File: src/hdl/cpuIsaPkg.sv
package cpuIsaPkg;

	// ******************************
	// data and address words
	// ******************************

	typedef logic [7:0] word_t;	// one byte, data or address.

	// ******************************
	// instruction set
	// ******************************

	// any encoding not listed falls through as a no-op.
	typedef enum logic [7:0] {
		HALT   = 8'h00,
		LDADDR = 8'h01,	// ADDR <- immediate.
		LDAC   = 8'h02,	// AC <- mem[ADDR].
		ADD    = 8'h03,
		INCAC  = 8'h04,
		RSTAC  = 8'h05,
		MADDR  = 8'h06,	// ADDR <- AC.
		MSTP   = 8'h07,	// STP <- AC.
		INCSTP = 8'h08,
		STSP   = 8'h09,	// mem[STP] <- AC.
		JMP    = 8'h0A,
		JMPZ   = 8'h0B
	} opcode_e;

	// ******************************
	// register select
	// ******************************

	localparam int REG_COUNT = 5;

	localparam int REG_PC   = 0;
	localparam int REG_IR   = 1;
	localparam int REG_ADDR = 2;
	localparam int REG_AC   = 3;
	localparam int REG_STP  = 4;

	typedef logic [REG_COUNT-1:0] regMask_t;	// one bit per register.

endpackage

File: src/hdl/cpuBusPkg.sv
package cpuBusPkg;

	// ******************************
	// datapath selects
	// ******************************

	// what drives the internal bus.
	typedef enum logic [1:0] {
		BUS_AC  = 2'd0,
		BUS_MEM = 2'd1,	// captured read data.
		BUS_SUM = 2'd2	// AC + ADDR.
	} busSrc_e;

	// where the memory address comes from.
	typedef enum logic [1:0] {
		ASRC_PC   = 2'd0,
		ASRC_ADDR = 2'd1,
		ASRC_STP  = 2'd2
	} addrSrc_e;

	// ******************************
	// control word and memory request
	// ******************************

	typedef struct packed {
		busSrc_e             busSrc;
		addrSrc_e            addrSrc;
		cpuIsaPkg::regMask_t writeEn;
		cpuIsaPkg::regMask_t incEn;
		cpuIsaPkg::regMask_t rstEn;
		logic                memRead;
		logic                memWrite;
	} ctrlWord_t;

	localparam ctrlWord_t CTRL_IDLE = '{
		busSrc: BUS_AC, addrSrc: ASRC_PC, writeEn: '0, incEn: '0, rstEn: '0,
		memRead: 1'b0, memWrite: 1'b0
	};

	typedef struct packed {
		logic             valid;
		logic             write;
		cpuIsaPkg::word_t addr;
		cpuIsaPkg::word_t wdata;
	} memReq_t;

endpackage

File: src/hdl/controlUnit.sv
`timescale 1ns/1ps

module controlUnit (
	input  logic                 clk,
	input  logic                 rstN,
	input  cpuIsaPkg::opcode_e   opcode,
	input  logic                 zero,
	input  logic                 ack,
	output cpuBusPkg::ctrlWord_t ctrl,
	output logic                 halted
);

	typedef enum logic [3:0] {
		FETCH,
		DECODE,
		OPREAD,
		OPLOAD,
		DATAREAD,
		DATALOAD,
		STORE,
		EXEC,
		HALTED
	} state_e;

	state_e state;
	state_e stateNext;

	// ******************************
	// control word per state
	// ******************************

	function automatic cpuBusPkg::ctrlWord_t ctrlFor(state_e s, cpuIsaPkg::opcode_e op);
		cpuBusPkg::ctrlWord_t c;
		c = cpuBusPkg::CTRL_IDLE;
		case (s)
			FETCH: begin
				c.memRead = 1'b1;	// at PC.
			end
			DECODE: begin
				c.busSrc                     = cpuBusPkg::BUS_MEM;
				c.writeEn[cpuIsaPkg::REG_IR] = 1'b1;
				c.incEn[cpuIsaPkg::REG_PC]   = 1'b1;
			end
			OPREAD: begin
				c.memRead = 1'b1;	// immediate byte sits at PC.
			end
			OPLOAD: begin
				c.busSrc = cpuBusPkg::BUS_MEM;
				if (op == cpuIsaPkg::LDADDR) begin
					c.writeEn[cpuIsaPkg::REG_ADDR] = 1'b1;
					c.incEn[cpuIsaPkg::REG_PC]     = 1'b1;
				end else begin
					c.writeEn[cpuIsaPkg::REG_PC] = 1'b1;	// taken jump.
				end
			end
			DATAREAD: begin
				c.memRead = 1'b1;
				c.addrSrc = cpuBusPkg::ASRC_ADDR;
			end
			DATALOAD: begin
				c.busSrc                     = cpuBusPkg::BUS_MEM;
				c.writeEn[cpuIsaPkg::REG_AC] = 1'b1;
			end
			STORE: begin
				c.memWrite = 1'b1;
				c.addrSrc  = cpuBusPkg::ASRC_STP;
			end
			EXEC: begin
				case (op)
					cpuIsaPkg::ADD: begin
						c.busSrc                     = cpuBusPkg::BUS_SUM;
						c.writeEn[cpuIsaPkg::REG_AC] = 1'b1;
					end
					cpuIsaPkg::INCAC:  c.incEn[cpuIsaPkg::REG_AC] = 1'b1;
					cpuIsaPkg::RSTAC:  c.rstEn[cpuIsaPkg::REG_AC] = 1'b1;
					cpuIsaPkg::MADDR:  c.writeEn[cpuIsaPkg::REG_ADDR] = 1'b1;
					cpuIsaPkg::MSTP:   c.writeEn[cpuIsaPkg::REG_STP] = 1'b1;
					cpuIsaPkg::INCSTP: c.incEn[cpuIsaPkg::REG_STP] = 1'b1;
					cpuIsaPkg::JMPZ:   c.incEn[cpuIsaPkg::REG_PC] = 1'b1;	// skip operand.
					default: ;
				endcase
			end
			default: ;
		endcase
		return c;
	endfunction

	// ******************************
	// sequencing
	// ******************************

	always_comb begin
		stateNext = state;
		case (state)
			FETCH:    if (ack) stateNext = DECODE;
			OPREAD:   if (ack) stateNext = OPLOAD;
			DATAREAD: if (ack) stateNext = DATALOAD;
			STORE:    if (ack) stateNext = FETCH;
			DECODE: begin
				case (opcode)
					cpuIsaPkg::HALT:   stateNext = HALTED;
					cpuIsaPkg::LDADDR: stateNext = OPREAD;
					cpuIsaPkg::JMP:    stateNext = OPREAD;
					cpuIsaPkg::JMPZ:   stateNext = zero ? OPREAD : EXEC;
					cpuIsaPkg::LDAC:   stateNext = DATAREAD;
					cpuIsaPkg::STSP:   stateNext = STORE;
					default:           stateNext = EXEC;
				endcase
			end
			HALTED:   stateNext = HALTED;
			default:  stateNext = FETCH;	// OPLOAD, DATALOAD, EXEC.
		endcase
	end

	// ctrl is registered from the next state, so it lines up with state.
	always_ff @(posedge clk) begin
		if (!rstN) begin
			state <= FETCH;
			ctrl  <= ctrlFor(FETCH, cpuIsaPkg::HALT);
		end else begin
			state <= stateNext;
			ctrl  <= ctrlFor(stateNext, opcode);
		end
	end

	assign halted = (state == HALTED);

	// an ack only comes back while this state asks for an access.
	assert property (@(posedge clk) disable iff (!rstN)
		ack |-> ctrl.memRead || ctrl.memWrite);

	assert property (@(posedge clk) disable iff (!rstN)
		((ctrl.writeEn & ctrl.incEn) | (ctrl.writeEn & ctrl.rstEn) |
		 (ctrl.incEn & ctrl.rstEn)) == '0);

endmodule

File: src/hdl/cpuTop.sv
`timescale 1ns/1ps

module cpuTop (
	input  logic               clk,
	input  logic               rstN,
	output cpuBusPkg::memReq_t memReq,
	input  logic               memAck,
	input  cpuIsaPkg::word_t   memRdata,
	output logic               halted
);

	cpuBusPkg::ctrlWord_t ctrl;
	cpuIsaPkg::opcode_e   opcode;
	logic                 zero;
	logic                 ack;
	cpuIsaPkg::word_t     pc;
	cpuIsaPkg::word_t     addr;
	cpuIsaPkg::word_t     ac;
	cpuIsaPkg::word_t     stp;
	cpuIsaPkg::word_t     memData;

	controlUnit uControl (
		.clk    (clk),
		.rstN   (rstN),
		.opcode (opcode),
		.zero   (zero),
		.ack    (ack),
		.ctrl   (ctrl),
		.halted (halted)
	);

	registerBank uRegs (
		.clk     (clk),
		.rstN    (rstN),
		.ctrl    (ctrl),
		.memData (memData),
		.opcode  (opcode),
		.zero    (zero),
		.pc      (pc),
		.addr    (addr),
		.ac      (ac),
		.stp     (stp)
	);

	memPort uMem (
		.clk      (clk),
		.rstN     (rstN),
		.ctrl     (ctrl),
		.pc       (pc),
		.addr     (addr),
		.stp      (stp),
		.ac       (ac),
		.memReq   (memReq),
		.memAck   (memAck),
		.memRdata (memRdata),
		.ack      (ack),
		.memData  (memData)
	);

endmodule

File: src/hdl/memPort.sv
`timescale 1ns/1ps

module memPort (
	input  logic                 clk,
	input  logic                 rstN,
	input  cpuBusPkg::ctrlWord_t ctrl,
	input  cpuIsaPkg::word_t     pc,
	input  cpuIsaPkg::word_t     addr,
	input  cpuIsaPkg::word_t     stp,
	input  cpuIsaPkg::word_t     ac,
	output cpuBusPkg::memReq_t   memReq,
	input  logic                 memAck,
	input  cpuIsaPkg::word_t     memRdata,
	output logic                 ack,
	output cpuIsaPkg::word_t     memData
);

	logic             wantReq;
	logic             reqValid;
	logic             reqWrite;
	cpuIsaPkg::word_t addrSel;
	cpuIsaPkg::word_t reqAddr;
	cpuIsaPkg::word_t reqWdata;

	assign wantReq = ctrl.memRead || ctrl.memWrite;

	always_comb begin
		case (ctrl.addrSrc)
			cpuBusPkg::ASRC_ADDR: addrSel = addr;
			cpuBusPkg::ASRC_STP:  addrSel = stp;
			default:              addrSel = pc;
		endcase
	end

	assign ack = reqValid && memAck;	// accepted transfer.

	always_ff @(posedge clk) begin
		if (!rstN) begin
			reqValid <= 1'b0;
		end else if (ack) begin
			reqValid <= 1'b0;
		end else if (wantReq) begin
			reqValid <= 1'b1;
		end
	end

	// fields latch once, when the request goes out.
	always_ff @(posedge clk) begin
		if (wantReq && !reqValid) begin
			reqWrite <= ctrl.memWrite;
			reqAddr  <= addrSel;
			reqWdata <= ac;
		end
		if (ack && !reqWrite) begin
			memData <= memRdata;
		end
	end

	assign memReq = '{valid: reqValid, write: reqWrite, addr: reqAddr, wdata: reqWdata};

	// a waiting request still matches the address source and AC it was built from.
	assert property (@(posedge clk) disable iff (!rstN)
		reqValid |-> addrSel == reqAddr && (!reqWrite || reqWdata == ac));

endmodule

File: src/hdl/registerBank.sv
`timescale 1ns/1ps

module registerBank (
	input  logic                 clk,
	input  logic                 rstN,
	input  cpuBusPkg::ctrlWord_t ctrl,
	input  cpuIsaPkg::word_t     memData,
	output cpuIsaPkg::opcode_e   opcode,
	output logic                 zero,
	output cpuIsaPkg::word_t     pc,
	output cpuIsaPkg::word_t     addr,
	output cpuIsaPkg::word_t     ac,
	output cpuIsaPkg::word_t     stp
);

	cpuIsaPkg::word_t regQ [cpuIsaPkg::REG_COUNT];	// indexed by REG_*.
	cpuIsaPkg::word_t busVal;
	cpuIsaPkg::word_t sum;
	cpuIsaPkg::word_t irVal;

	// ******************************
	// internal bus
	// ******************************

	assign sum = ac + addr;	// wraps at 256.

	always_comb begin
		case (ctrl.busSrc)
			cpuBusPkg::BUS_MEM: busVal = memData;
			cpuBusPkg::BUS_SUM: busVal = sum;
			default:            busVal = ac;
		endcase
	end

	// ******************************
	// registers
	// ******************************

	// reset wins over increment, increment over write.
	always_ff @(posedge clk) begin
		for (int i = 0; i < cpuIsaPkg::REG_COUNT; i++) begin
			if (!rstN || ctrl.rstEn[i]) begin
				regQ[i] <= '0;
			end else if (ctrl.incEn[i]) begin
				regQ[i] <= regQ[i] + 8'd1;
			end else if (ctrl.writeEn[i]) begin
				regQ[i] <= busVal;
			end
		end
	end

	assign pc   = regQ[cpuIsaPkg::REG_PC];
	assign addr = regQ[cpuIsaPkg::REG_ADDR];
	assign ac   = regQ[cpuIsaPkg::REG_AC];
	assign stp  = regQ[cpuIsaPkg::REG_STP];

	// while IR loads the new byte is passed through, so decode can branch on it
	// in the same cycle.
	assign irVal = ctrl.writeEn[cpuIsaPkg::REG_IR] ? busVal : regQ[cpuIsaPkg::REG_IR];

	assign opcode = cpuIsaPkg::opcode_e'(irVal);
	assign zero   = (ac == '0);

endmodule

File: config.mk
export PLATFORM = sky130hd
export DESIGN_NAME = cpuTop
export DESIGN_NICKNAME = d
export VERILOG_FILES = /design/src/hdl/cpuIsaPkg.sv /design/src/hdl/cpuBusPkg.sv /design/src/hdl/controlUnit.sv /design/src/hdl/cpuTop.sv /design/src/hdl/memPort.sv /design/src/hdl/registerBank.sv
export SDC_FILE = /design/constraint.sdc
export NUM_CORES = 1
export LEC_CHECK = 0
export BUFFER_PORTS_ARGS = -buffer_cell sky130_fd_sc_hd__buf_2
export CAP_MARGIN = 10
export CORE_MARGIN = 5
export CORE_UTILIZATION = 59
export CTS_CLUSTER_SIZE = 12
export DETAILED_ROUTE_END_ITERATION = 10
export PLACE_DENSITY = 0.81
export SKIP_LAST_GASP = 1
export SYNTH_ARGS = -nofsm -noshare
export SYNTH_HDL_FRONTEND = slang
export SYNTH_SLANG_ARGS = --single-unit
File: constraint.sdc
create_clock -name clk -period 3.7 [get_ports clk]
set_input_delay 0.37 -clock clk [delete_from_list [all_inputs] [get_ports clk]]
set_output_delay 0.37 -clock clk [all_outputs]
set_load 0.02 [all_outputs]
==> results.yml, run 1 <==
cells_and_area:
  multi_input_area_sq_mm: 0.00202
  regArea_sq_mm: 0.00233
  finalNetCount: 486
  diodes: 0
  area_growth_pct: 9.82
  nFillCells: 549
  layout-drive-gt1-share_pct: 14.2
pwr:
  p_seq_share_pct: 47.1
  intPower_mw: 1.85
  p_leak_nw: 1.85
  p_sw_share_pct: 34.9
  pwr-share-clk_pct: 23.8
  p_sw_uw: 996
  power_density_mw_per_mm2: 577
  combPwrFrac_pct: 29.1
  ir_drop_mv: 0.340
placed_design:
  place_ws_ns: 0.483
  portBuffers: 29
  gp_congestion: 0.973
  hpwl_um: 7650
clocking:
  cts_hold_buf: 0
  clkSlewWorstSetupHoldPaths_ns: 0.09
  cts-root-buf: "clkbuf_8"
  cts_sinks: 84
  clock_path_buffers: 2
  postCtsSetupRepairBufs: 0
  htree_levels: 3
  cts_tree: "yes"
  clk_latency_ns: 0.36
  cts_resized: 0
  numCtsBuffers: 9
logic_synthesis:
  synth_top_cell_by_area: "edfxtp_1"
  synth_seq_cells: 84
  yosysSeqAreaShare_pct: 51.9
  synthCells: 429
  syn_avg_cell_area_sq_um: 10.5
  ys_types: 71
  ys.flop_type: "edfxtp_1"
  syn_area_sq_mm: 0.00450
  synth_edf_count: 65
  synth_nets: 456
  synthMostInstantiatedCell: "edfxtp_1"
  yosys_warnings: 0
  synthArstFlopShare_pct: 0
  synth_commonest_cells: "edfxtp_1, nor2_1, nand2_1"
  synth_top_cell_area_share_pct: 43.4
  netlist_top_cells_area: "edfxtp_1, dfxtp_1, nor2_1"
setup_path:
  r2r_end: "uControl.state[1]"
  cp_max_fo: 10
  critical_path_class: "reg2reg"
  start_kind: "flop"
  rr_worst_depth: 12
  endpoint_kind: "flop"
  required_ns: 3.99
  endpoint: "uControl.state[1]"
  crit_arrival_ns: 3.59
  worst-r2r-setup-slack_ns: 0.40
  crit_start: "uRegs.regQ[3][0]"
  r2r-start: "uRegs.regQ[3][0]"
global_route:
  use_met3_pct: 3.88
  grtUsageMet1_pct: 30.3
  grt-busiest-layer: "met2"
  antenna_found_initial: 0
  grt_overflow: 0
  grt_start_max_net_pins: 18
  grt_pass1_vias: 3359
  grt.met2_usage_pct: 36.8
  grt_pass1_wl_um: 16900
  track_usage_pct: 22.4
timing:
  finalSetupTns_ns: 0
  finalWorstSetupSlack_ns: 0.396
  drv_slew: 0
  grt_setup_unrepaired: "false"
  hold_violations: 0
  max_freq_mhz: 303
  maxSlewHeadroom_pct: 41.4
  skew_ns: 0.00940
  setup_viol: 0
  worst_slew_pin_slew_ns: 0.871
  fin_crit_ns: 3.30
  post-route-period-util_pct: 89.3
route:
  ant_nets: 0
  drt_wl_total_um: 10500
  routed-via-count: 3540
  dr.pass1.iters: 5
  viasPerCell: 6.29
  post-route-drc-count: 0
  first_iter_violations: 437
  detail_route.wl_per_cell_um: 18.6
flow_run:
  cap_violations: 0
outcome:
  status: "completed"
min_path:
  min_path_cells: 1
  hold_class: "in2reg"
floorplanning:
  fp.dieH_um: 97.3
  core_area_sq_mm: 0.00733
  die_w_um: 97.3
  initial_utilization_pct: 61.3
  die_area_sq_mm: 0.00947
  row_count: 31
  ios: 30
flip-flops by register name, indices dropped and copies added, names as in the netlist:
name,count
uRegs.regQ,40
uControl.ctrl,14
uMem.memData,8
uMem.reqAddr,8
uMem.reqWdata,8
uControl.state,4
uMem.reqValid,1
uMem.reqWrite,1
logic make-up (layout without fill, tap and decap cells):
| family | Yosys count | count (layout) | synth area share [%] |
|---|---|---|---|
| AO/OA/AOI/OAI | 97 | 97 | 16.6 |
| multiplexers | 4 | 4 | 0.890 |
| AND/OR/NAND/NOR | 174 | 174 | 18.6 |
| buffers and inverters | 33 | 68 | 3.26 |
| adder cells (fa/ha/maj) | 16 | 16 | 4.62 |
| flip-flops | 84 | 84 | 51.9 |
| XOR/XNOR | 21 | 21 | 4.09 |
through the flow:
stage | power, mW | area, sq um | hold slack (ns) | instances | util (%)
after floorplan | 1.95 | 4500 | 0.463 | 429 | -
after global routing | 2.98 | 4940 | 0.170 | 563 | 67.4
after detailed placement | 2.18 | 4720 | 0.498 | 547 | 64.4
final | 2.85 | 4940 | 0.185 | 563 | 67.4
after global placement | 2.15 | 4720 | 0.483 | 547 | 64.4
after CTS | 2.84 | 4940 | 0.177 | 563 | 67.4
worst min-delay path by stage:
stage                           startpoint              end  slack [ns]
final                          memRdata[2]  uMem.memData[2]        0.19
after global routing           memRdata[2]  uMem.memData[2]        0.17
after CTS                      memRdata[2]  uMem.memData[2]        0.18
after detailed placement  uControl.ctrl[1]    uMem.reqValid        0.50
after global placement    uControl.ctrl[1]    uMem.reqValid        0.48
after floorplan           uControl.ctrl[1]    uMem.reqValid        0.46
worst max-delay path, cell delays in order (launching register included):
cell and delay, ns:
edfxtp_1 0.50, ha_1 0.26, inv_1 0.07, fa_1 0.40
and2b_1 0.24, o22ai_1 0.10, mux2i_1 0.19, a211oi_2 0.06
buf_4 0.18, and3_1 0.16, a22o_1 0.41, a221oi_4 0.46
nor3b_2 0.22
layer usage:
metal	routed length, um	up-vias	share of wire, %
met5	0	-	0
met4	151	0	1.4
met3	859	18	8.2
met2	5150	187	49
met1	4320	1703	41
li1	-	1632	-
power by group through the flow:
stage	Clock, mW	Sequential (mW)	Combinational (mW)
global route	0.722	1.36	0.900
detailed placement	0	1.36	0.820
floorplan	0	1.41	0.546
CTS	0.680	1.34	0.824
finish	0.678	1.34	0.829
global placement	0	1.35	0.799
final cells by class:
| class | count | share of cell area, % |
|---|---|---|
| flip-flops and latches | 84 | 47.2 |
| clock buffers | 13 | 3.88 |
| clock inverters | 3 | 0.456 |
| multi-input cells | 312 | 40.9 |
| well taps | 99 | 2.51 |
| inverters | 18 | 1.37 |
| repair buffers | 34 | 3.70 |
placed cells by master, fill, tap and decap left out, types with 2 or more instances in the layout:
cell,count
nor2b_1,6
and3_1,7
nand3_1,18
nand2_1,44
nor3_1,6
or3_1,3
dfxtp_1,19
buf_2,29
a211oi_2,2
buf_4,5
nand2b_1,7
a21o_1,5
o21ai_0,15
and2_1,7
xor2_1,10
nor2_1,57
clkbuf_8,10
a22oi_1,13
edfxtp_1,65
o22ai_1,15
a31oi_1,5
a21oi_1,14
clkbuf_16,2
xnor2_1,11
nand3b_1,4
mux2i_1,4
nand4_1,2
ha_1,15
nor4_1,2
inv_1,17
No activity file was read; power rests on OpenSTA's default activity.
==> run 2, diff against run 1 <==
--- a/config.mk
+++ b/config.mk
@@ -5,13 +5,13 @@
 export SDC_FILE = /design/constraint.sdc
 export NUM_CORES = 1
 export LEC_CHECK = 0
-export BUFFER_PORTS_ARGS = -buffer_cell sky130_fd_sc_hd__buf_2
 export CAP_MARGIN = 10
 export CORE_MARGIN = 5
 export CORE_UTILIZATION = 59
 export CTS_CLUSTER_SIZE = 12
 export DETAILED_ROUTE_END_ITERATION = 10
-export PLACE_DENSITY = 0.81
+export DONT_BUFFER_PORTS = 1
+export PLACE_DENSITY = 0.78
 export SKIP_LAST_GASP = 1
 export SYNTH_ARGS = -nofsm -noshare
 export SYNTH_HDL_FRONTEND = slang
==> results.yml, run 2 (synthesized netlist as in run 1, its figures left out) <==
timing:
  setup_viol: 0
  hold_ws_ns: 0.0938
  finalSetupTns_ns: 0
  drv_slew: 0
  maxSlewHeadroom_pct: 43.3
  grt_setup_unrepaired: "false"
  worst_slew_pin_slew_ns: 0.843
  skew_ns: 0.00957
  finalWorstSetupSlack_ns: 0.496
  max_freq_mhz: 312
  fin_crit_ns: 3.20
  post-route-period-util_pct: 86.6
  hold_violations: 0
global_route:
  grtUsageMet1_pct: 31.8
  grt.met2_usage_pct: 33.4
  grt_start_max_net_pins: 18
  grt-busiest-layer: "met2"
  grt_overflow: 0
  grt_pass1_wl_um: 16300
  antenna_found_initial: 0
  use_met3_pct: 3.16
  grt_pass1_vias: 3052
  track_usage_pct: 21.9
flow_run:
  cap_violations: 0
clocking:
  cts_tree: "yes"
  cts_resized: 0
  htree_levels: 3
  clock_path_buffers: 2
  cts-root-buf: "clkbuf_8"
  cts_hold_buf: 0
  clk_latency_ns: 0.36
  numCtsBuffers: 9
  postCtsSetupRepairBufs: 0
  cts_sinks: 84
  clkSlewWorstSetupHoldPaths_ns: 0.08
cells_and_area:
  nFillCells: 592
  layout_commonest_cell: "edfxtp_1"
  final_area_sq_mm: 0.00480
  final_cell_mix: "edfxtp_1, nor2_1, nand2_1"
  largest-register: "uRegs.regQ"
  layout-drive-gt1-share_pct: 8.26
  largest_register_ffs: 40
  fin_cells: 535
  diodes: 0
  top_regs: "uRegs.regQ: 40 flops, uControl.ctrl: 14 flops"
  finalNetCount: 458
  area_growth_pct: 6.65
  fin_util_pct: 65.4
min_path:
  min_to: "uControl.ctrl[1]"
  hold_class: "in2reg"
  min_from: "rstN"
  min_path_cells: 1
setup_path:
  rr_worst_depth: 12
  required_ns: 3.99
  worst-r2r-setup-slack_ns: 0.50
  critical_path_class: "reg2reg"
  path_cells: "ha_1 -> inv_1 -> fa_1 -> and2b_1 -> o22ai_1 -> mux2i_1 -> a211oi_2 -> buf_4 -> and3_1 -> a22o_1 -> a221oi_4 -> nor3b_2"
  r2r-start: "uRegs.regQ[3][0]"
  crit_family: "compound AO/OA/AOI/OAI gates"
  start_kind: "flop"
  cp_max_fo: 10
  critical_path.max_stage_delay_ns: 0.49
  endpoint_kind: "flop"
  r2r_end: "uControl.state[1]"
  crit_slowest_cell: "edfxtp_1"
  crit_arrival_ns: 3.49
  critPathBufInv: 2
route:
  routed-via-count: 3330
  post-route-drc-count: 0
  ant_nets: 0
  first_iter_violations: 319
  detail_route.wl_per_cell_um: 19.2
  drt_wl_total_um: 10200
  viasPerCell: 6.22
  dr.pass1.iters: 5
pwr:
  p_leak_nw: 1.73
  finalPower_mw: 2.80
  ir_drop_mv: 0.326
  power_density_mw_per_mm2: 585
placed_design:
  hpwl_um: 7530
  dp.cells: 519
  dpl_cell_area_sq_mm: 0.00459
  gp_congestion: 0.939
  place_ws_ns: 0.501
  portBuffers: 0
floorplanning:
  row_count: 31
  core_area_sq_mm: 0.00733
  die_w_um: 97.3
  initial_utilization_pct: 61.3
  die_area_sq_mm: 0.00947
  ios: 30
  fp.dieH_um: 97.3
outcome:
  status: "completed"
## run 2: per-layer routing
| layer | wire length (um) | up-vias |
|---|---|---|
| li1 | - | 1584 |
| met4 | 171 | 0 |
| met2 | 4770 | 147 |
| met5 | 0 | - |
| met3 | 667 | 15 |
| met1 | 4640 | 1584 |
## run 2: power by group
part / internal, mW / total [mW] / switching, mW
Sequential: 1.23 / 1.45 / 0.223
Clock: 0.381 / 0.699 / 0.318
Combinational: 0.237 / 0.655 / 0.419
Total: 1.84 / 2.80 / 0.960
## run 2: area by class of cell
class / instances / area [sq um] / area share (%)
flip-flops and latches: 84 / 2330 / 48.6
multi-input cells: 312 / 2020 / 42.1
clock inverters: 4 / 73.8 / 1.54
clock buffers: 12 / 135 / 2.82
well taps: 99 / 124 / 2.58
repair buffers: 6 / 45.0 / 0.939
inverters: 18 / 67.6 / 1.41
## run 2: worst max path at each step
stage / startpoint / endpoint / slack, ns / cells past startpoint
after detailed placement: uRegs.regQ[3][0] / uControl.state[1] / 0.50 / 12
after floorplan: uRegs.regQ[3][0] / uControl.ctrl[7] / 0.84 / 10
after CTS: uRegs.regQ[3][0] / uControl.state[1] / 0.50 / 12
after global placement: uRegs.regQ[3][0] / uControl.state[1] / 0.59 / 12
after global routing: uRegs.regQ[3][0] / uControl.state[1] / 0.28 / 12
final: uRegs.regQ[3][0] / uControl.state[1] / 0.50 / 12
==> run 3, diff against run 2 <==
--- a/config.mk
+++ b/config.mk
@@ -11,7 +11,7 @@
 export CTS_CLUSTER_SIZE = 12
 export DETAILED_ROUTE_END_ITERATION = 10
 export DONT_BUFFER_PORTS = 1
-export PLACE_DENSITY = 0.78
+export PLACE_DENSITY = 0.75
 export SKIP_LAST_GASP = 1
 export SYNTH_ARGS = -nofsm -noshare
 export SYNTH_HDL_FRONTEND = slang
==> results.yml, run 3 (synthesized netlist as in run 1, its figures left out) <==
setup_path:
  start_kind: "flop"
  cp_max_fo: 10
  crit_start: "uRegs.regQ[3][0]"
  required_ns: 3.97
  critical_path_class: "reg2reg"
  endpoint_kind: "flop"
  r2r-start: "uRegs.regQ[3][0]"
  crit_arrival_ns: 3.49
clocking:
  htree_levels: 3
  clkSlewWorstSetupHoldPaths_ns: 0.08
  cts_hold_buf: 0
  cts_tree: "yes"
  cts_sinks: 84
  cts-root-buf: "clkbuf_8"
  clock_path_buffers: 2
  cts_resized: 0
  numCtsBuffers: 9
  clk_latency_ns: 0.36
  postCtsSetupRepairBufs: 0
route:
  viasPerCell: 6.34
  detail_route.wl_per_cell_um: 19.4
  post-route-drc-count: 0
  ant_nets: 0
  first_iter_violations: 354
  routed-via-count: 3380
  drt_wl_total_um: 10400
  dr.pass1.iters: 5
placed_design:
  dp.cells: 517
  dpl_cell_area_sq_mm: 0.00457
  place_ws_ns: 0.547
  gp_congestion: 0.932
  portBuffers: 0
  hpwl_um: 7590
timing:
  finalWorstSetupSlack_ns: 0.472
  skew_ns: 0.00912
  fin_crit_ns: 3.23
  setup_viol: 0
  grt_setup_unrepaired: "false"
  finalSetupTns_ns: 0
  hold_violations: 0
  post-route-period-util_pct: 87.2
  drv_slew: 0
  max_freq_mhz: 310
  worst_slew_pin_slew_ns: 0.997
  maxSlewHeadroom_pct: 33.5
cells_and_area:
  nFillCells: 584
  largest-register: "uRegs.regQ"
  area_growth_pct: 5.84
  fin_cells: 533
  final_area_sq_mm: 0.00476
  layout_commonest_cell: "edfxtp_1"
  diodes: 0
  finalNetCount: 456
  largest_register_ffs: 40
  layout-drive-gt1-share_pct: 8.06
  top_regs: "uRegs.regQ: 40 flops, uControl.ctrl: 14 flops"
  final_cell_mix: "edfxtp_1, nor2_1, nand2_1"
global_route:
  track_usage_pct: 22.2
  grt_overflow: 0
  grt_start_max_net_pins: 18
  grt_pass1_vias: 3271
  antenna_found_initial: 0
  grt_pass1_wl_um: 16700
floorplanning:
  die_area_sq_mm: 0.00947
  initial_utilization_pct: 61.3
  ios: 30
  core_area_sq_mm: 0.00733
  die_w_um: 97.3
  fp.dieH_um: 97.3
  row_count: 31
pwr:
  p_leak_nw: 1.70
  ir_drop_mv: 0.333
  power_density_mw_per_mm2: 574
flow_run:
  cap_violations: 0
min_path:
  min_from: "rstN"
  hold_class: "in2reg"
outcome:
  status: "completed"
-- run 3: changes by cell type in the layout (fill, tap and decap cells not counted), sizes merged --
| cell | delta |
|---|---|
| bufinv | -1 |
| clkinvlp | +2 |
| buf | -2 |
| clkinv | -1 |
-- run 3: worst paths after layout --
kind	slack, ns	endpoint	depth (start not counted)
worst max-delay path	0.47	uControl.ctrl[7]	11
worst min-delay path	0.09	uControl.ctrl[1]	1
worst max register to register	0.47	uControl.ctrl[7]	11
worst min register to register	0.49	uMem.reqValid	1
-- run 3: report_power, final --
group	switching, mW	total (mW)	internal [mW]
Sequential	0.225	1.45	1.23
Combinational	0.419	0.649	0.230
Clock	0.319	0.631	0.312
-- run 3: layout make-up --
type / count / area, sq um / area share (%)
sequential: 84 / 2330 / 49.0
multi-input combinational: 312 / 2020 / 42.5
clock buffer: 12 / 135 / 2.84
tap: 99 / 124 / 2.60
inverter: 18 / 67.6 / 1.42
clock inverter: 4 / 50.0 / 1.05
timing repair buffer: 4 / 30.0 / 0.631
-- run 3: layer usage --
layer  share of wire, %  track usage, %  up-vias
li1                   -               -     1570
met1                 44            30.8     1652
met2                 47            34.8      138
met3                6.1            3.09       20
met4                2.3            9.80        0
met5                  0               0        -
-- run 3: stage by stage --
| stage | power [mW] | util, % | hold slack, ns |
|---|---|---|---|
| 2_1_floorplan | 1.95 | - | 0.463 |
| 6_report | 2.73 | 64.9 | 0.0926 |
| 4_1_cts | 2.74 | 64.9 | 0.0771 |
| 3_5_place_dp | 2.12 | 62.4 | 0.461 |
| 5_1_grt | 2.87 | 64.9 | 0.0787 |
| 3_3_place_gp | 2.09 | 62.4 | 0.460 |
-- run 3: critical path, cell delays in order (launching register included) --
cell	delay [ns]
edfxtp_1	0.51
ha_1	0.27
inv_1	0.07
fa_1	0.40
and2b_1	0.25
o22ai_1	0.11
mux2i_1	0.20
a211oi_2	0.07
and3_1	0.20
a22o_1	0.40
a211o_1	0.37
o32ai_2	0.28
